### src/verilog/axi_lite_pkg.sv
`default_nettype none

package axi_lite_pkg;

  ////////////////////////////////////////
  // bus widths
  ////////////////////////////////////////

  localparam int AXI_ADDR_W = 16;
  localparam int AXI_DATA_W = 32;
  // one strobe per byte lane
  localparam int AXI_STRB_W = AXI_DATA_W / 8;

  typedef logic [AXI_ADDR_W-1:0] axi_addr_t;
  typedef logic [AXI_DATA_W-1:0] axi_data_t;
  typedef logic [AXI_STRB_W-1:0] axi_strb_t;
  typedef logic [1:0]            axi_resp_t;

  // only OKAY is ever returned
  localparam axi_resp_t RESP_OKAY = 2'b00;

  ////////////////////////////////////////
  // channel machines
  ////////////////////////////////////////

  // write side: accept, req/ack with the store, then B
  typedef enum logic [1:0] {wr_idle, wr_request, wr_wait_release, wr_respond} wr_state_t;

  // read side: accept, req/ack with the store, then R
  typedef enum logic [1:0] {rd_idle, rd_request, rd_wait_release, rd_respond} rd_state_t;

endpackage

`default_nettype wire

### src/verilog/axi_read_channel.sv
`timescale 1ns/1ps
`default_nettype none

module axi_read_channel
  import axi_lite_pkg::*;
(
  input  wire             S_AXI_ACLK,
  input  wire             S_AXI_ARESETN,
  // AR channel
  input  wire  axi_addr_t S_AXI_ARADDR,
  input  wire             S_AXI_ARVALID,
  output logic            S_AXI_ARREADY,
  // R channel
  output axi_data_t       S_AXI_RDATA,
  output axi_resp_t       S_AXI_RRESP,
  output logic            S_AXI_RVALID,
  input  wire             S_AXI_RREADY,
  // fetch from the store
  output logic            rd_req,
  output axi_addr_t       rd_addr,
  input  wire             rd_ack,
  input  wire  axi_data_t rd_data
);

  rd_state_t state;

  // reads never fail
  assign S_AXI_RRESP = RESP_OKAY;

  ////////////////////////////////////////
  // channel state machine
  ////////////////////////////////////////

  always_ff @(posedge S_AXI_ACLK)
  begin
    if (!S_AXI_ARESETN)
    begin
      state         <= rd_idle;
      S_AXI_ARREADY <= 1'b0;
      S_AXI_RVALID  <= 1'b0;
      rd_req        <= 1'b0;
    end
    else
    begin
      case (state)
        rd_idle:
        begin
          // one-cycle ready pulse, then go fetch
          if (S_AXI_ARREADY)
          begin
            S_AXI_ARREADY <= 1'b0;
            rd_req        <= 1'b1;
            state         <= rd_request;
          end
          else if (S_AXI_ARVALID)
            S_AXI_ARREADY <= 1'b1;
        end
        rd_request:
        begin
          if (rd_ack)
          begin
            rd_req <= 1'b0;
            state  <= rd_wait_release;
          end
        end
        rd_wait_release:
        begin
          if (!rd_ack)
          begin
            S_AXI_RVALID <= 1'b1;
            state        <= rd_respond;
          end
        end
        rd_respond:
        begin
          if (S_AXI_RREADY)
          begin
            S_AXI_RVALID <= 1'b0;
            state        <= rd_idle;
          end
        end
        default: state <= rd_idle;
      endcase
    end
  end

  // address at the AR handshake, word while ack is up
  always_ff @(posedge S_AXI_ACLK)
  begin
    if (state == rd_idle && S_AXI_ARREADY)
      rd_addr <= S_AXI_ARADDR;
    if (state == rd_request && rd_ack)
      S_AXI_RDATA <= rd_data;
  end

  // R beat frozen under back-pressure
  a_rdata_hold: assert property (@(posedge S_AXI_ACLK) disable iff (!S_AXI_ARESETN)
    S_AXI_RVALID && !S_AXI_RREADY |=> S_AXI_RVALID && $stable(S_AXI_RDATA))
    else $error("R beat changed before RREADY");

endmodule

`default_nettype wire

### config.mk
export PLATFORM = sky130hd
export DESIGN_NAME = axi_read_channel
export DESIGN_NICKNAME = d
export VERILOG_FILES = /design/src/verilog/axi_lite_pkg.sv /design/src/verilog/axi_read_channel.sv
export SDC_FILE = /design/constraint.sdc
export NUM_CORES = 1
export LEC_CHECK = 0
export ABC_CLOCK_PERIOD_IN_PS = 2000
export BUFFER_PORTS_ARGS = -buffer_cell sky130_fd_sc_hd__buf_2
export CAP_MARGIN = 20
export CORE_MARGIN = 2
export CORE_UTILIZATION = 43
export DETAILED_ROUTE_END_ITERATION = 7
export PLACE_DENSITY = 0.79
export SLEW_MARGIN = 20
export SYNTH_ARGS = -nofsm -noshare
export SYNTH_HDL_FRONTEND = slang
export SYNTH_SLANG_ARGS = --single-unit
### constraint.sdc
create_clock -name S_AXI_ACLK -period 2 [get_ports S_AXI_ACLK]
set_input_delay 0 -clock S_AXI_ACLK [delete_from_list [all_inputs] [get_ports S_AXI_ACLK]]
set_output_delay 0 -clock S_AXI_ACLK [all_outputs]
set_load 0.02 [all_outputs]
==> results.md, run 1 <==
* Status: finished, final reports clean
* Clk Latency, worst-skew pair at 0.30 ns
* Starting density of the core at 0.4528
* Remaining DRCs at 0
* Num CTS Buffers at 5
* Worst vdd ir at 0.0007036 V
* Count of final hold-check violations at 0
* Gpl congestion at 0.7008
* Crit path kind: reg2reg
* PD cells at 956.8 nW/um^2
* Post-layout net count at 307
* Die area at 4780 sq um
* Via total after detailed routing at 1364
* Endpoint arrival time on the critical path at 1.79 ns
* Grt ovf at 0
* Met3 WL post-DR at 432 um
* Largest stage delay, worst path at 0.42 ns
* Crit path max fanout at 8
* CP top delay family: flip-flops
* Critical path destination: state[0]
* Layout cell share with drive strength beyond 1 at 0.4640
* Drt via density at 4.547
* F_max at 644.6 MHz
* Setup Viol. Count Final at 0
* Required time of the critical path at 2.24 ns
* Post-synth ARST share at 0
* Fillers at 265
* Slew Viols, Final at 0
* Top Layer Used: met4
* Row count at 23
* Worst hold path type: in2reg
* First-pass GRT wire length at 7.238 mm
* Via count of the first global-routing pass at 1415
* Number of stages on the worst setup path at 5
* Root buf cell: clkbuf_8
* Final Skew at 0.006630 ns
* TNS Setup at 0 ns
* Critical Path End Type: register
* DRT antenna net count at 0
* Hold path start: S_AXI_RREADY
* Clk slew on worst S/H paths at 0.09 ns
* Synth area leader: edfxtp_1
* Post-Syn Instances at 89
* R2r setup slk at 0.45 ns
* DR WL/cell at 16.24 um
* Die Y at 69.14 um
* Seq/Total Area, Yosys at 0.8450
* Core box area at 4029 sq um
* Hold Slack at 0.02445 ns
* CP max-delay cell: dfxtp_1
* Met1 WL at 1.699 mm
* Buffers on Ports at 103
* Clk sinks at 53
* Met2 WL at 2.649 mm
* Initial antenna violation count at 0
* Synth Cell Area at 1824 sq um
* Initial DRT Pass Iterations at 4
* I/O pins at 106
* Combined buffer and inverter count along the critical path at 1
* Pleak at 1.268 nW
* # Post-CTS Setup Buffers at 0
* Layout area overhead at 63.72%
* Clock Path Buffers at 2
* Worst Hold Depth at 3
* GRT Overall Usage at 0.2057
* Most frequent cell after synthesis: edfxtp_1
* Fin crit share at 0.7757
* # diodes at 0
* Avg Inst Size Synth at 20.50 sq um
* Worst R2R Start: state[0]
* Worst R2R End: state[0]
* Critical Path Start: state[0]
* Largest net degree at the start of global routing at 33
* Top cell type's share of synthesized area at 0.7901
* Synth Register Bits at 53
* Cells on worst reg2reg path at 5
* DP HPWL at 2.811 mm
* Max cap viols at 0
* Die W at 69.14 um
* RSZ-0062 raised after global routing: no
* DRT iter0 DRCs at 126
* CP Launch Type: register
* Top FF cell, synth: edfxtp_1
* Warnings from Yosys at 0
* Number of synthesized flops with an enable pin at 48
* Multi-input gate area at 264.0 sq um
* Largest cells by area after synthesis: edfxtp_1, dfxtp_1, ha_1
* Distinct cell type count after synthesis at 22
* CP cell instances: inv_1, ha_1, nor2b_1, a2111oi_4, mux2i_1
* Reg area at 1541 sq um
* Most frequent cells after synthesis: edfxtp_1, nand2_1, dfxtp_1, ha_1
* Post_cts resized at 0
* Final wirelength at 4.871 mm
* CTS tree: yes
* Tmin final at 1.551 ns
* Htree depth at 2
-- logic make-up (layout without fill, tap and decap cells) --
group,after synthesis,in the layout,share of synthesized area
flops,53,53,0.8450
simple gates,16,16,0.05007
compound gates,6,6,0.03361
fa+ha+maj,5,5,0.03429
mux,4,4,0.02263
buf+inv,4,164,0.01234
other cells,1,2,0.002056
-- layout by cell type (no fill, tap or decap), types with 3 or more instances in the layout --
master	n
and2_1	3
buf_2	103
clkbuf_8	5
dfxtp_1	5
dlygate4sd3_1	49
edfxtp_1	48
ha_1	5
mux2i_1	3
nand2_1	6
-- metrics by stage --
stage / setup WS [ns] / power (mW) / instances / util / cell area [sq um]
after floorplan: 0.2080 / 1.953 / 90 / - / 1828
after global placement: 0.5534 / 2.185 / 243 / 0.5972 / 2406
after detailed placement: 0.4858 / 2.208 / 243 / 0.5972 / 2406
after CTS: 0.4683 / 2.871 / 300 / 0.7413 / 2987
after global routing: 0.3494 / 3.001 / 300 / 0.7413 / 2987
final: 0.4487 / 2.858 / 300 / 0.7413 / 2987
-- area by class of cell --
class	instances	share of cell area
Sequential cell	53	0.5161
Timing Repair Buffer	154	0.3419
Tap cell	50	0.02095
Clock buffer	5	0.02304
Multi-Input combinational cell	33	0.08840
Inverter	2	0.002514
Clock inverter	3	0.007122
-- power breakdown --
| group | leakage (nW) | total, mW | switching (mW) | internal [mW] |
|---|---|---|---|---|
| clock network | 0.0445 | 0.589 | 0.341 | 0.249 |
| logic | 0.743 | 0.785 | 0.462 | 0.323 |
| registers | 0.480 | 1.48 | 0.0705 | 1.41 |
| total | 1.27 | 2.86 | 0.873 | 1.99 |
-- sequential cells by signal, indices dropped and copies added, names as in the netlist --
register       flops
S_AXI_RDATA       32
rd_addr           16
state              2
S_AXI_ARREADY      1
S_AXI_RVALID       1
rd_req             1
-- tightest hold or removal path, cell delays in order --
cell and delay [ns]:
buf_2 0.09, nand3_1 0.07, o211a_1 0.12
-- routing by layer --
metal,vias to the layer above,track usage
met5,-,0
met3,10,0.07310
met4,0,0.08061
met2,79,0.3782
met1,626,0.2107
li1,649,-
-- timing repair --
| item | in CTS | in global routing |
|---|---|---|
| hold buffers | 49 | 0 |
| hold endpoints to repair | 52 | 0 |
| endpoints found under the setup margin | 0 | 0 |
-- worst min path at each step --
stage,slack (ns),to
2_1_floorplan,0.1,S_AXI_RDATA[0]
3_3_place_gp,0.18,rd_addr[4]
3_5_place_dp,0.18,rd_addr[12]
4_1_cts,0.009,S_AXI_RVALID
5_1_grt,0.03,S_AXI_RVALID
6_report,0.02,S_AXI_RVALID
(Power assumes the default switching activity.)
==> run 2: changes to the inputs <==
--- a/config.mk
+++ b/config.mk
@@ -5,13 +5,13 @@
 export SDC_FILE = /design/constraint.sdc
 export NUM_CORES = 1
 export LEC_CHECK = 0
-export ABC_CLOCK_PERIOD_IN_PS = 2000
+export ABC_CLOCK_PERIOD_IN_PS = 1350
 export BUFFER_PORTS_ARGS = -buffer_cell sky130_fd_sc_hd__buf_2
 export CAP_MARGIN = 20
 export CORE_MARGIN = 2
-export CORE_UTILIZATION = 43
+export CORE_UTILIZATION = 38
 export DETAILED_ROUTE_END_ITERATION = 7
-export PLACE_DENSITY = 0.79
+export PLACE_DENSITY = 0.74
 export SLEW_MARGIN = 20
 export SYNTH_ARGS = -nofsm -noshare
 export SYNTH_HDL_FRONTEND = slang
==> constraint.sdc (replaced) <==
create_clock -name S_AXI_ACLK -period 1.35 [get_ports S_AXI_ACLK]
set_input_delay 0 -clock S_AXI_ACLK [delete_from_list [all_inputs] [get_ports S_AXI_ACLK]]
set_output_delay 0 -clock S_AXI_ACLK [all_outputs]
set_load 0.02 [all_outputs]
==> run 2 against run 1 <==
  * The flow now finishes with violations (negative setup slack)
  * Critical endpoint is now state[1]
  * Register-to-register slack worse by 0.47 ns
  * Highest routed layer unchanged
  * Setup slack worse by 0.47 ns
  * Worst hold slack gained 0.050 ns
  * Design area increased by 5.0%
  * Combinational power increased by 78%
  * Sequential cell count stayed put
  * Core utilization is 6.9 points lower
==> results.md, run 2 (same netlist as run 1, synthesis figures left out) <==
* Required time of the critical path at 1.58 ns (was 2.24 ns)
* Initial DRT Pass Iterations at 4 (unchanged)
* Root buf cell: clkbuf_8 (unchanged)
* Clock power frac at 0.194 (was 0.206)
* Die W at 73.29 um (was 69.14 um)
* Final core utilization at 0.6728 (was 0.7413)
* Row count at 25 (was 23)
* Combined buffer and inverter count along the critical path at 1 (unchanged)
* Met2 WL at 2.133 mm (was 2.649 mm)
* Grt ovf at 0 (unchanged)
* Max FFs per register at 32 (unchanged)
* Clk Latency, worst-skew pair at 0.30 ns (about the same)
* Gpl congestion at 0.7773 (was 0.7008)
* CTS tree: yes (unchanged)
* Final worst slack at -0.01695 ns (was 0.4487 ns)
* Layout cell share with drive strength beyond 1 at 0.5195 (was 0.4640)
* Fin crit share at 1.013 (was 0.7757)
* DRT iter0 DRCs at 49 (was 126)
* Seq pwr share at 0.496 (was 0.519)
* TNS Setup at -0.01741 ns (was 0 ns)
* Placed insts at 249 (was 243)
* I/O pins at 106 (unchanged)
* F_max at 731.6 MHz (was 644.6 MHz)
* Tmin final at 1.367 ns (was 1.551 ns)
* Cell area after layout at 3136 sq um (was 2987 sq um)
* Commonest non-fill, non-tap cell in the layout: buf_2 (unchanged)
* Drt via density at 4.471 (was 4.547)
* Post-layout net count at 313 (was 307)
* Net Sw Frac at 0.3022 (was 0.3054)
* Top flop regs: S_AXI_RDATA (32), rd_addr (16), state (2) (unchanged)
* Final wirelength at 4.292 mm (was 4.871 mm)
* Via total after detailed routing at 1386 (was 1364)
* Layout area overhead at 71.88% (was 63.72%)
* DP HPWL at 2.632 mm (was 2.811 mm)
* Starting density of the core at 0.3914 (was 0.4528)
* Status: complete, but fails checks (was finished, final reports clean)
* First-pass GRT wire length at 6.265 mm (was 7.238 mm)
* Max cap viols at 0 (unchanged)
* Top Layer Used: met4 (unchanged)
* RSZ-0062 raised after global routing: yes (was no)
* Htree depth at 2 (unchanged)
* Met3 WL post-DR at 456 um (was 432 um)
* Hold Slack at 0.07467 ns (was 0.02445 ns)
* Core box area at 4661 sq um (was 4029 sq um)
* Crit path kind: reg2reg (unchanged)
* Internal cell power at 3.137 mW (was 1.985 mW)
* Count of final hold-check violations at 0 (unchanged)
* CP max-delay cell: dfxtp_4 (was dfxtp_1)
* Num CTS Buffers at 5 (unchanged)
* Crit path max fanout at 3 (was 8)
* Pleak at 1.319 nW (was 1.268 nW)
* Pwr Total at 4.495 mW (was 2.858 mW)
* Fillers at 311 (was 265)
* CP Launch Type: register (unchanged)
* Dpl cell area at 2456 sq um (was 2406 sq um)
* CP cell instances: inv_6, ha_4, nor2b_4, a2111oi_4, mux2i_1 (was inv_1, ha_1, nor2b_1, a2111oi_4, mux2i_1)
* Largest Register: S_AXI_RDATA (unchanged)
* Slew Viols, Final at 0 (unchanged)
* Most frequent cells in the layout: buf_2, dlygate4sd3_1, edfxtp_1, buf_4, nand2_1 (was buf_2, dlygate4sd3_1, edfxtp_1, nand2_1)
* GRT Overall Usage at 0.1564 (was 0.2057)
* Largest net degree at the start of global routing at 23 (was 33)
* Clock Path Buffers at 2 (unchanged)
* # diodes at 0 (unchanged)
* DRT antenna net count at 0 (unchanged)
* Met1 WL at 1.621 mm (was 1.699 mm)
* Initial antenna violation count at 0 (unchanged)
* Critical Path End Type: register (unchanged)
* Worst hold path type: in2reg (unchanged)
* Worst vdd ir at 0.0009643 V (was 0.0007036 V)
* Remaining DRCs at 0 (unchanged)
* Clk slew on worst S/H paths at 0.09 ns (about the same)
* Clk sinks at 53 (unchanged)
* DR WL/cell at 13.85 um (was 16.24 um)
* PD cells at 1434 nW/um^2 (was 956.8 nW/um^2)
* Largest stage delay, worst path at 0.40 ns (was 0.42 ns)
* Via count of the first global-routing pass at 1416 (was 1415)
* Switching Power at 1.358 mW (was 872.7 uW)
* Endpoint arrival time on the critical path at 1.60 ns (was 1.79 ns)
* Pre-CTS setup slack at -0.09083 ns (was 0.4858 ns)
* Setup Viol. Count Final at 2 (was 0)
* Non-Filler Instances at 310 (was 300)
* Die Y at 73.29 um (was 69.14 um)
* Die area at 5371 sq um (was 4780 sq um)
* Comb power frac at 0.310 (was 0.275)
* Violated checks: negative setup slack
* CP top delay family: flip-flops (unchanged)
* Buffers on Ports at 103 (unchanged)
* Final Skew at 0.008008 ns (was 0.006630 ns)
-- run 2: worst min-delay path: stages --
cell	delay, ns
buf_2	0.12
nand3_1	0.10
o211a_1	0.13
-- run 2: final timing paths --
| kind | from | endpoint | slack (ns) | depth (start not counted) |
|---|---|---|---|---|
| worst min register to register | S_AXI_RVALID | S_AXI_RVALID | 0.51 | 1 |
| worst max-delay path | state[1] | state[1] | -0.02 | 5 |
| worst min-delay path | S_AXI_RREADY | S_AXI_RVALID | 0.07 | 3 |
| worst max register to register | state[1] | state[1] | -0.02 | 5 |
-- run 2: power by group through the flow --
stage               sequential (mW)  clock, mW  combinational, mW
finish                         2.23      0.870               1.40
global route                   2.26      0.952               1.51
CTS                            2.22      0.893               1.35
detailed placement             2.23          0               1.14
global placement               2.22          0               1.11
floorplan                      2.50          0              0.441
-- run 2: per-layer routing --
metal  vias up  global-route usage
met5         -                   0
met4         0             0.07202
met3         8             0.04664
met2        87              0.2783
met1       630              0.1699
li1        661                   -
-- run 2: layout make-up --
class | count | area, sq um | area share
clock inverters | 2 | 13.76 | 0.004389
flip-flops and latches | 53 | 1549 | 0.4940
inverters | 2 | 15.01 | 0.004789
repair buffers | 160 | 1079 | 0.3440
clock buffers | 6 | 72.57 | 0.02314
multi-input cells | 33 | 339.1 | 0.1081
well taps | 54 | 67.56 | 0.02155
-- run 2: what timing repair did --
item	4_1_cts	5_1_grt
setup buffers	3	1
gates resized for setup	17	2
endpoints found under the setup margin	18	3
pin swaps	3	2
hold endpoints to repair	53	0
gates cloned	0	0
hold buffers	49	0
