$ cat src/verilog/axi_lite_pkg.sv
`default_nettype none

package axi_lite_pkg;

  ////////////////////////////////////////
  // bus widths
  ////////////////////////////////////////

  localparam int AXI_ADDR_W = 16;
  localparam int AXI_DATA_W = 32;
  // one strobe per byte lane
  localparam int AXI_STRB_W = AXI_DATA_W / 8;

  typedef logic [AXI_ADDR_W-1:0] axi_addr_t;
  typedef logic [AXI_DATA_W-1:0] axi_data_t;
  typedef logic [AXI_STRB_W-1:0] axi_strb_t;
  typedef logic [1:0]            axi_resp_t;

  // only OKAY is ever returned
  localparam axi_resp_t RESP_OKAY = 2'b00;

  ////////////////////////////////////////
  // channel machines
  ////////////////////////////////////////

  // write side: accept, req/ack with the store, then B
  typedef enum logic [1:0] {wr_idle, wr_request, wr_wait_release, wr_respond} wr_state_t;

  // read side: accept, req/ack with the store, then R
  typedef enum logic [1:0] {rd_idle, rd_request, rd_wait_release, rd_respond} rd_state_t;

endpackage

`default_nettype wire

$ cat src/verilog/axi_write_channel.sv
`timescale 1ns/1ps
`default_nettype none

module axi_write_channel
  import axi_lite_pkg::*;
(
  input  wire             S_AXI_ACLK,
  input  wire             S_AXI_ARESETN,
  // AW and W channels
  input  wire  axi_addr_t S_AXI_AWADDR,
  input  wire             S_AXI_AWVALID,
  output logic            S_AXI_AWREADY,
  input  wire  axi_data_t S_AXI_WDATA,
  input  wire  axi_strb_t S_AXI_WSTRB,
  input  wire             S_AXI_WVALID,
  output logic            S_AXI_WREADY,
  // B channel
  output axi_resp_t       S_AXI_BRESP,
  output logic            S_AXI_BVALID,
  input  wire             S_AXI_BREADY,
  // four-phase request to the store
  output logic            wr_req,
  output axi_addr_t       wr_addr,
  output axi_data_t       wr_data,
  output axi_strb_t       wr_strb,
  input  wire             wr_ack
);

  wr_state_t state;

  // every write completes without error
  assign S_AXI_BRESP = RESP_OKAY;

  ////////////////////////////////////////
  // channel state machine
  ////////////////////////////////////////

  always_ff @(posedge S_AXI_ACLK)
  begin
    if (!S_AXI_ARESETN)
    begin
      state         <= wr_idle;
      S_AXI_AWREADY <= 1'b0;
      S_AXI_WREADY  <= 1'b0;
      S_AXI_BVALID  <= 1'b0;
      wr_req        <= 1'b0;
    end
    else
    begin
      case (state)
        wr_idle:
        begin
          if (S_AXI_AWREADY)
          begin
            // end of the ready pulse, AW and W handshake on this edge
            S_AXI_AWREADY <= 1'b0;
            S_AXI_WREADY  <= 1'b0;
            wr_req        <= 1'b1;
            state         <= wr_request;
          end
          else if (S_AXI_AWVALID && S_AXI_WVALID)
          begin
            // both halves present, pulse ready on both
            S_AXI_AWREADY <= 1'b1;
            S_AXI_WREADY  <= 1'b1;
          end
        end
        wr_request:
        begin
          // store has merged the word
          if (wr_ack)
          begin
            wr_req <= 1'b0;
            state  <= wr_wait_release;
          end
        end
        wr_wait_release:
        begin
          // ack released, exchange done
          if (!wr_ack)
          begin
            S_AXI_BVALID <= 1'b1;
            state        <= wr_respond;
          end
        end
        wr_respond:
        begin
          // hold B until the master takes it
          if (S_AXI_BREADY)
          begin
            S_AXI_BVALID <= 1'b0;
            state        <= wr_idle;
          end
        end
        default: state <= wr_idle;
      endcase
    end
  end

  // payload taken in the same edge as the AW/W handshake
  always_ff @(posedge S_AXI_ACLK)
  begin
    if (state == wr_idle && S_AXI_AWREADY)
    begin
      wr_addr <= S_AXI_AWADDR;
      wr_data <= S_AXI_WDATA;
      wr_strb <= S_AXI_WSTRB;
    end
  end

  ////////////////////////////////////////
  // checks
  ////////////////////////////////////////

  // store sees one payload for the whole exchange
  a_wr_payload_stable: assert property (@(posedge S_AXI_ACLK) disable iff (!S_AXI_ARESETN)
    (wr_req || wr_ack) && $past(wr_req || wr_ack) |-> $stable({wr_addr, wr_data, wr_strb}))
    else $error("write payload changed during req/ack");

  // B may not be withdrawn before BREADY
  a_bvalid_hold: assert property (@(posedge S_AXI_ACLK) disable iff (!S_AXI_ARESETN)
    S_AXI_BVALID && !S_AXI_BREADY |=> S_AXI_BVALID)
    else $error("BVALID dropped without BREADY");

endmodule

`default_nettype wire

$ cat config.mk
export PLATFORM = sky130hd
export DESIGN_NAME = axi_write_channel
export DESIGN_NICKNAME = d
export VERILOG_FILES = /design/src/verilog/axi_lite_pkg.sv /design/src/verilog/axi_write_channel.sv
export SDC_FILE = /design/constraint.sdc
export NUM_CORES = 1
export LEC_CHECK = 0
export ABC_CLOCK_PERIOD_IN_PS = 2150
export BUFFER_PORTS_ARGS = -buffer_cell sky130_fd_sc_hd__buf_2
export CORE_MARGIN = 1.5
export CORE_UTILIZATION = 40
export CTS_BUF_LIST = sky130_fd_sc_hd__clkbuf_8
export CTS_CLUSTER_DIAMETER = 30
export DETAILED_ROUTE_END_ITERATION = 10
export GPL_TIMING_DRIVEN = 0
export HOLD_SLACK_MARGIN = 0.03
export PLACE_DENSITY = 0.78
export SYNTH_ARGS = -nofsm -noshare
export SYNTH_HDL_FRONTEND = slang
export SYNTH_SLANG_ARGS = --single-unit
$ cat constraint.sdc
create_clock -name S_AXI_ACLK -period 2.15 [get_ports S_AXI_ACLK]
set_input_delay 0.1075 -clock S_AXI_ACLK [delete_from_list [all_inputs] [get_ports S_AXI_ACLK]]
set_output_delay 0.1075 -clock S_AXI_ACLK [all_outputs]
set_load 0.01 [all_outputs]
==> results of run 1 <==
## metal layers
metal  part of all wire [%]  track usage [%]  vias to the layer above  routed length [µm]
met5                      0                0                        -                   0
met4                    1.2             6.08                        0                  63
met3                     11             8.43                        7                 554
met2                     52             35.0                       87                2650
met1                     36             20.3                      708                1840
li1                       -                -                      711                   -
## area by class of cell
cell class / count / share of cell area [%]
sequential: 58 / 50.8
tap: 54 / 2.04
multi-input combinational: 31 / 7.02
clock inverter: 7 / 2.08
clock buffer: 9 / 3.74
antenna: 1 / 0.0755
inverter: 4 / 0.453
timing repair buffer: 167 / 33.4
buffer: 2 / 0.453
## flip-flops by register name, indices dropped and copies added, names as in the netlist
name	flops
S_AXI_AWREADY	1
S_AXI_BVALID	1
S_AXI_WREADY	1
state	2
wr_addr	16
wr_data	32
wr_req	1
wr_strb	4
## logic make-up after synthesis
logic type	count (synthesis)	synth area share, %
other cells	1	0.193
compound gates	9	3.10
flops	58	86.8
mux	3	1.55
fa+ha+maj	6	3.87
buf+inv	6	1.55
simple gates	11	2.97
## metrics by stage
stage,util (%),setup WS [ns],power (µW)
2_1_floorplan,-,0.429,1680
3_3_place_gp,54.9,0.154,1870
3_5_place_dp,54.9,0.130,1880
4_1_cts,70.5,0.111,2920
5_1_grt,70.6,0.354,3030
6_report,70.6,0.486,2910
## report_power, final
group	switching, µW	internal, µW	total (µW)
clock	433	532	965
sequential	48.2	1380	1430
combinational	267	249	516
## how the worst max path moves through the flow
stage | end | cells past startpoint
4_1_cts | wr_data[29]$_DFFE_PP_ | 3
3_3_place_gp | wr_data[3]$_DFFE_PP_ | 3
2_1_floorplan | wr_addr[0]$_DFFE_PP_ | 3
6_report | wr_data[23]$_DFFE_PP_ | 3
5_1_grt | wr_data[15]$_DFFE_PP_ | 3
3_5_place_dp | wr_data[3]$_DFFE_PP_ | 3
## worst register-to-register path: cells and delay by family (launching register included)
kind | cells | cell delay, ns
AND/OR/NAND/NOR | 1 | 0.58
adder cells (fa/ha/maj) | 1 | 0.21
flip-flops | 1 | 0.36
buffers and inverters | 1 | 0.12
## timing repair
| item | 4_1_cts | 5_1_grt |
|---|---|---|
| setup buffers | 0 | 0 |
| hold buffers | 54 | 0 |
| endpoints found under the setup margin | 0 | 52 |
| gates resized for setup | 0 | 1 |
| hold endpoints to repair | 54 | 0 |
## cell usage in the layout (no fill, tap or decap)
cell           instances
inv_1                  4
edfxtp_1              52
nand2_1                4
dlygate4sd3_1         54
buf_4                  2
clkinvlp_4             2
dfxtp_1                6
nor2b_1                1
and2_4                 1
a311oi_1               1
mux2i_1                3
inv_6                  1
o2111a_1               1
a31oi_1                2
or3_1                  1
clkinv_2               3
nand2b_1               3
conb_1                 2
bufinv_16              1
a21oi_1                2
ha_1                   6
clkbuf_8               9
nand3_1                1
a211oi_1               1
diode_2                1
o21ai_0                2
buf_2                113
==> metrics, run 1 <==
initial antenna violation count=1; largest area contributor in the netlist=edfxtp_1; Ports=between 100 and 150; remaining global-route overflow=0; worst flop-to-flop path startpoint=state[0]$_SDFFE_PN0P_; Hold Slack=between 0.05 and 0.06 ns; minimum clock period=1.66 ns; hold endpoint=S_AXI_AWREADY$_SDFFE_PN0N_; Vias/cell=between 4 and 5; Gate Count Post-Synth=94; antenna viol nets, final=0; Worst R2R Path Depth=3; DR iter-0 viols=84; post-detail-place hpwl=2740 µm; Worst Path Buf+Inv=1; DRC viols=0; Initial Util=between 40% and 50%; worst-margin pin slew=~0.65 ns; die span in x=between 70 and 80 µm; CORE AREA=between 4000 and 5000 µm²; Max Cap Viol=0; Cell Rows=25; largest net degree at the start of global routing=53; critical path, cell by cell=inv_1, ha_1, and2_4; layout cells sized above 1=between 40% and 50%; setup violators final=0; DR vias=approximately 1,500; status=complete, no violations; routability congestion estimate from global placement=approximately 0.76; Pins Over Slew Limit=0; startpoint types=flip-flop; first-pass GRT wire length=7370 µm; Finished Cell Area=between 3000 and 4000 µm²; Largest stage delay, worst path=approximately 0.58 ns; final non-filler cell total=about 330; final WL=5120 µm; Synth Register Bits=58; Mapped Area=~1900 µm²; Fin Clk Skew=around 0.007 ns; VDD IR-drop max=roughly 0.48 mV; clock latency on the worst-skew pair=approximately 0.32 ns; height of the die=between 70 and 80 µm; Tcrit/Tclk final=between 70% and 80%; Fillers=around 340; GRT Resource Usage Total=19.4%; Worst-path clk slew=roughly 0.070 ns; Most used DFF post-synth=edfxtp_1; worst endpoint data arrival time=around 1.6 ns; Reg2Reg Capture Point=wr_data[23]$_DFFE_PP_; Pleak=~0.0014 µW; worst hold path class=input port to flip-flop; routed len/inst=roughly 15 µm; storage element area=~1700 µm²; Power Dens Cells=878 nW/µm²; first-pass iteration count of the detailed router=5; Synth async-reset ratio=0%; sequential share of the synthesized area=about 87%; yosys warns=0; Final Hold Fails=0; kind of critical path=flip-flop to flip-flop; synth cell count leaders=52 x edfxtp_1, 6 x dfxtp_1, 6 x ha_1, 4 x inv_1, 4 x nand2_1; FMAX=roughly 600 MHz; cell depth of the worst hold path=3; placed instance count=262; Slew HR=roughly 56%; Slowest-stage cell, CP=and2_4; die area=5270 µm²; setup TNS=0 ns; Syn-to-layout area delta=70.9%; Mean Syn Cell Area=approximately 21 µm²; Crit Path Max Fanout=52; RSZ-0062 raised after global routing=false; R2R setup slack=0.49 ns; Hold Startpoint=S_AXI_AWVALID; Yosys cell types=19; IO Port Bufs=between 100 and 150; Post-synth EDFFs=between 50 and 60; placed inst area=between 2000 and 3000 µm²; CTS Buf Count=9; Crit path max-delay family=simple AND/OR/NAND/NOR gates; CTS tree=built; Max clock buf depth=2; vias in the first global route=roughly 1,500; most frequent cell after synthesis=edfxtp_1; post-synth top area share=between 80% and 90%; CP Capture Type=flip-flop; htree depth=3; top cells by area, synth=edfxtp_1 81%, dfxtp_1 6.2%, ha_1 3.9%; Clock Sinks=58; required time of the critical path=about 2.1 ns; clock root cell=clkbuf_8; Critical Path Start=state[0]$_SDFFE_PN0P_; Layout Nets=337; area of the multi-input gates=233 µm²
(Power assumes the default switching activity.)
==> run 2: changes to the inputs <==
--- a/config.mk
+++ b/config.mk
@@ -5,7 +5,7 @@
 export SDC_FILE = /design/constraint.sdc
 export NUM_CORES = 1
 export LEC_CHECK = 0
-export ABC_CLOCK_PERIOD_IN_PS = 2150
+export ABC_CLOCK_PERIOD_IN_PS = 1500
 export BUFFER_PORTS_ARGS = -buffer_cell sky130_fd_sc_hd__buf_2
 export CORE_MARGIN = 1.5
 export CORE_UTILIZATION = 40
==> constraint.sdc (replaced) <==
create_clock -name S_AXI_ACLK -period 1.5 [get_ports S_AXI_ACLK]
set_input_delay 0.075 -clock S_AXI_ACLK [delete_from_list [all_inputs] [get_ports S_AXI_ACLK]]
set_output_delay 0.075 -clock S_AXI_ACLK [all_outputs]
set_load 0.01 [all_outputs]
==> run 2 against run 1 <==
First-iteration DRC count grew 32%. Combinational power grew 53%. Clock power grew 40%. Global-route usage grew 0.76 points. Core utilization grew 0.72 points. Critical path depth is the same. Wire length grew 3.4%. Worst setup slack lost 0.39 ns. Hold slack gained 0.059 ns. Sequential power grew 43%. Sequential cell count is the same. Clock-buffer cell count is the same.
==> metrics, run 2 (synthesis gave the netlist of run 1 again) <==
DR iter-0 viols=roughly 110; startpoint types=flip-flop; Hold Startpoint=wr_ack; Max clock buf depth=2; Pleak=0.00143 µW; DR vias=around 1,500; dpl ws=-0.182 ns; CP Capture Type=flip-flop; worst endpoint data arrival time=1.39 ns; clock latency on the worst-skew pair=0.33 ns; cell depth of the worst hold path=3; CORE AREA=between 4000 and 5000 µm²; worst flop-to-flop path startpoint=state[1]$_SDFFE_PN0P_; final non-filler cell total=around 340; placed instance count=roughly 260; Tcrit/Tclk final=93.4%; kind of critical path=flip-flop to flip-flop; Vias/cell=4.52; Final Hold Fails=0; largest net degree at the start of global routing=27; routability congestion estimate from global placement=around 0.74; Initial Util=about two fifths; max FFs per register=32; minimum clock period=1.40 ns; Biggest register=wr_data; Power Dens Cells=1250 nW/µm²; Layout Nets=340; status=complete, no violations; final setup margin=between 0.09 and 0.1 ns; height of the die=between 70 and 80 µm; setup violators final=0; required time of the critical path=roughly 1.5 ns; final WL=about 5300 µm; layout cells sized above 1=a little under half; largest registers=wr_data (32), wr_addr (16), wr_strb (4); first-pass GRT wire length=~7600 µm; ant diodes=0; CTS tree=built; worst hold path class=input port to flip-flop; post-detail-place hpwl=roughly 2800 µm; Clock Sinks=58; VDD IR-drop max=between 0.7 and 0.8 mV; remaining global-route overflow=0; most frequent cells in the layout=113 x buf_2, 56 x dlygate4sd3_1, 52 x edfxtp_1; Worst-path clk slew=about 0.06 ns; initial antenna violation count=0; Cell Rows=25; Max Cap Viol=0; commonest non-fill, non-tap cell in the layout=buf_2; FMAX=slightly above 700 MHz; DRC viols=0; CTS Buf Count=9; antenna viol nets, final=0; routed len/inst=15.8 µm; GRT Resource Usage Total=approximately a fifth; Syn-to-layout area delta=72.7%; Fin Clk Skew=roughly 0.011 ns; die span in x=slightly above 70 µm; IO Port Bufs=about 110; die area=roughly 5300 µm²; first-pass iteration count of the detailed router=4; post-CTS setup buffers=0; Fillers=about 320; Worst R2R Path Depth=3; htree depth=3; vias in the first global route=1,506; RSZ-0062 raised after global routing=false; Pins Over Slew Limit=0; Critical Path Start=state[1]$_SDFFE_PN0P_; Crit Path Max Fanout=26; Total Power=about 4200 µW; Ports=116; clock root cell=clkbuf_8
-- run 2: cell types whose count changed in the layout (fill, tap and decap cells not counted), moves of 2 or more --
cell	change
dfxtp_2	+2
clkinvlp_4	-2
dfxtp_1	-2
dlygate4sd3_1	+2
-- run 2: path summary, 6_finish.rpt --
kind	slack [ns]	end
min	0.12	S_AXI_BVALID$_SDFFE_PN0P_
max reg2reg	0.1	wr_addr[2]$_DFFE_PP_
min reg2reg	0.48	state[1]$_SDFFE_PN0P_
max	0.1	wr_addr[2]$_DFFE_PP_
-- run 2: worst max-delay path, stage by stage, from the launching register on --
cell     delay, ns
dfxtp_2       0.34
inv_1         0.16
ha_4          0.19
and2_4        0.38
-- run 2: per-layer routing --
| metal | up-vias | global-route usage [%] | part of all wire [%] |
|---|---|---|---|
| met1 | 699 | 22.6 | 38 |
| met2 | 89 | 34.8 | 51 |
| met5 | - | 0 | 0 |
| met4 | 0 | 6.29 | 0.76 |
| met3 | 6 | 8.70 | 10 |
| li1 | 719 | - | - |
-- run 2: area by class of cell --
| cell class | count | area [µm²] | area share [%] |
|---|---|---|---|
| multi-input combinational | 32 | 254 | 7.59 |
| clock inverter | 7 | 61.3 | 1.83 |
| buffer | 2 | 15.0 | 0.449 |
| clock buffer | 9 | 124 | 3.70 |
| inverter | 4 | 15.0 | 0.449 |
| sequential | 58 | 1680 | 50.3 |
| tap | 54 | 67.6 | 2.02 |
| timing repair buffer | 169 | 1130 | 33.6 |
-- run 2: repair_timing --
action                                  CTS  global route
endpoints found under the setup margin   52            53
gates cloned                              1             0
resized for setup                         3             2
hold buffers                             56             0
hold endpoints to repair                 56             0
-- run 2: report_power, final --
part,switching (µW),total (µW),internal (µW)
combinational,402,788,386
clock,598,1350,749
sequential,72.9,2050,1980
total,1070,4190,3110
-- run 2: through the flow --
step / util, % / area, µm² / hold slack [ns] / setup TNS (ns)
2_1_floorplan: - / 1940 / 0.174 / 0
3_3_place_gp: 54.9 / 2580 / 0.251 / -7.80
3_5_place_dp: 54.9 / 2580 / 0.253 / -9.35
4_1_cts: 71.1 / 3340 / 0.0933 / 0
5_1_grt: 71.3 / 3350 / 0.124 / 0
6_report: 71.3 / 3350 / 0.115 / 0
==> run 3: changes to the inputs <==
--- a/config.mk
+++ b/config.mk
@@ -15,6 +15,7 @@
 export GPL_TIMING_DRIVEN = 0
 export HOLD_SLACK_MARGIN = 0.03
 export PLACE_DENSITY = 0.78
+export REMOVE_ABC_BUFFERS = 1
 export SYNTH_ARGS = -nofsm -noshare
 export SYNTH_HDL_FRONTEND = slang
 export SYNTH_SLANG_ARGS = --single-unit
==> run 3 against run 2 <==
Register-to-register slack hardly changed. Sequential share of layout area is 0.30 points lower. Sequential power hardly changed. Wire length is 3.7% lower. Combinational power is 2% higher. Clock power hardly changed. Critical path depth stayed put. Highest routed layer is now met3.
==> metrics, run 3 (synthesis gave the netlist of run 1 again) <==
Fin Clk Skew=between 0.004 and 0.005 ns; Max Cap Viol=0; Util after Layout=between 70% and 80%; CTS Buf Count=9; clock root cell=clkbuf_8; height of the die=approximately 73 µm; worst endpoint data arrival time=1.40 ns; Final Hold Fails=0; FMAX=approximately 700 MHz; R2R setup slack=~0.084 ns; die span in x=72.6 µm; critical path, cell by cell=inv_1, ha_2, and2_2; Largest stage delay, worst path=between 0.3 and 0.4 ns; Max clock buf depth=2; startpoint types=flip-flop; routability congestion estimate from global placement=around 0.74; DR vias=between 1,500 and 2,000; layout cells sized above 1=47.3%; vias in the first global route=roughly 1,500; Cell Rows=25; first-pass iteration count of the detailed router=4; status=complete, no violations; ant diodes=0; Layout Nets=between 300 and 400; worst hold path class=input port to flip-flop; most frequent cells in the layout=113 x buf_2, 56 x dlygate4sd3_1, 52 x edfxtp_1; required time of the critical path=approximately 1.5 ns; Finished Cell Area=approximately 3400 µm²; final setup margin=around 0.084 ns; setup violators final=0; Hold Slack=~0.13 ns; DR iter-0 viols=between 100 and 150; Vias/cell=approximately 4.5; Tcrit/Tclk final=94.4%; CP Capture Type=flip-flop; IO Port Bufs=roughly 110; clock latency on the worst-skew pair=about 0.32 ns; Slowest-stage cell, CP=and2_2; Fillers=297; routed len/inst=around 15 µm; post-detail-place hpwl=between 2000 and 3000 µm; kind of critical path=flip-flop to flip-flop; Initial Util=roughly two fifths; Syn-to-layout area delta=73.7%; minimum clock period=about 1.4 ns; first-pass GRT wire length=7400 µm; max FFs per register=32; Biggest register=wr_data; Worst-path clk slew=0.06 ns; placed instance count=261; Pleak=0.00143 µW; die area=around 5300 µm²; largest net degree at the start of global routing=25; initial antenna violation count=0; commonest non-fill, non-tap cell in the layout=buf_2; CORE AREA=4690 µm²; Clock Sinks=58; final non-filler cell total=about 340; htree depth=3; VDD IR-drop max=approximately 0.87 mV; placed inst area=roughly 2600 µm²; largest registers=wr_data (32), wr_addr (16), wr_strb (4); Crit Path Max Fanout=14; remaining global-route overflow=0; Ports=about 120; Pins Over Slew Limit=0; Power Dens Cells=approximately 1200 nW/µm²; CTS tree=built; final WL=roughly 5000 µm; GRT Resource Usage Total=roughly a fifth; dpl ws=-0.390 ns; antenna viol nets, final=0; DRC viols=0
## run 3: per-stage QoR
step / total power (µW) / TNS (ns)
2_1_floorplan: 2410 / -40.57
3_3_place_gp: 2680 / -65.31
3_5_place_dp: 2720 / -15.18
4_1_cts: 4190 / 0
5_1_grt: 4380 / -0.0746
6_report: 4170 / 0
## run 3: final timing paths
| check | start | end | cells past startpoint |
|---|---|---|---|
| min reg2reg | state[1]$_SDFFE_PN0P_ | state[1]$_SDFFE_PN0P_ | 2 |
| max reg2reg | state[1]$_SDFFE_PN0P_ | wr_data[6]$_DFFE_PP_ | 3 |
| min | wr_ack | S_AXI_BVALID$_SDFFE_PN0P_ | 3 |
| max | state[1]$_SDFFE_PN0P_ | wr_data[6]$_DFFE_PP_ | 3 |
## run 3: routing by layer
| metal | up-vias | global-route usage, % | wire length [µm] | share of wire, % |
|---|---|---|---|---|
| met5 | - | 0 | 0 | 0 |
| met4 | 0 | 5.66 | 0 | 0 |
| met3 | 0 | 7.46 | 522 | 10 |
| met2 | 81 | 32.9 | 2620 | 51 |
| met1 | 723 | 23.3 | 1950 | 38 |
| li1 | 719 | - | - | - |
## run 3: layout make-up
| type | count | area, µm² | share of cell area (%) |
|---|---|---|---|
| tap | 54 | 67.6 | 2.01 |
| sequential | 58 | 1680 | 50.0 |
| clock inverter | 7 | 60.1 | 1.78 |
| inverter | 4 | 15.0 | 0.446 |
| multi-input combinational | 32 | 243 | 7.21 |
| clock buffer | 9 | 124 | 3.68 |
| timing repair buffer | 171 | 1170 | 34.9 |
## run 3: where the power goes
part	leakage, µW	switching (µW)	internal [µW]
clock	0.0000955	570	746
combinational	0.000809	403	404
sequential	0.000524	70.5	1980
## run 3: worst max-delay path: cells and delay by family, from the launching register on
family / cells / cell delay, ns
buffers and inverters: 1 / 0.12
DFF: 1 / 0.34
adders and majority gates: 1 / 0.26
and+or+nand+nor: 1 / 0.37
## run 3: timing repair
item / CTS / global route
setup buffers: 1 / 0
cloned: 1 / 0
setup endpoints to repair: 52 / 39
endpoints found under the hold margin: 55 / 0
hold buffers: 56 / 0
resized for setup: 2 / 2
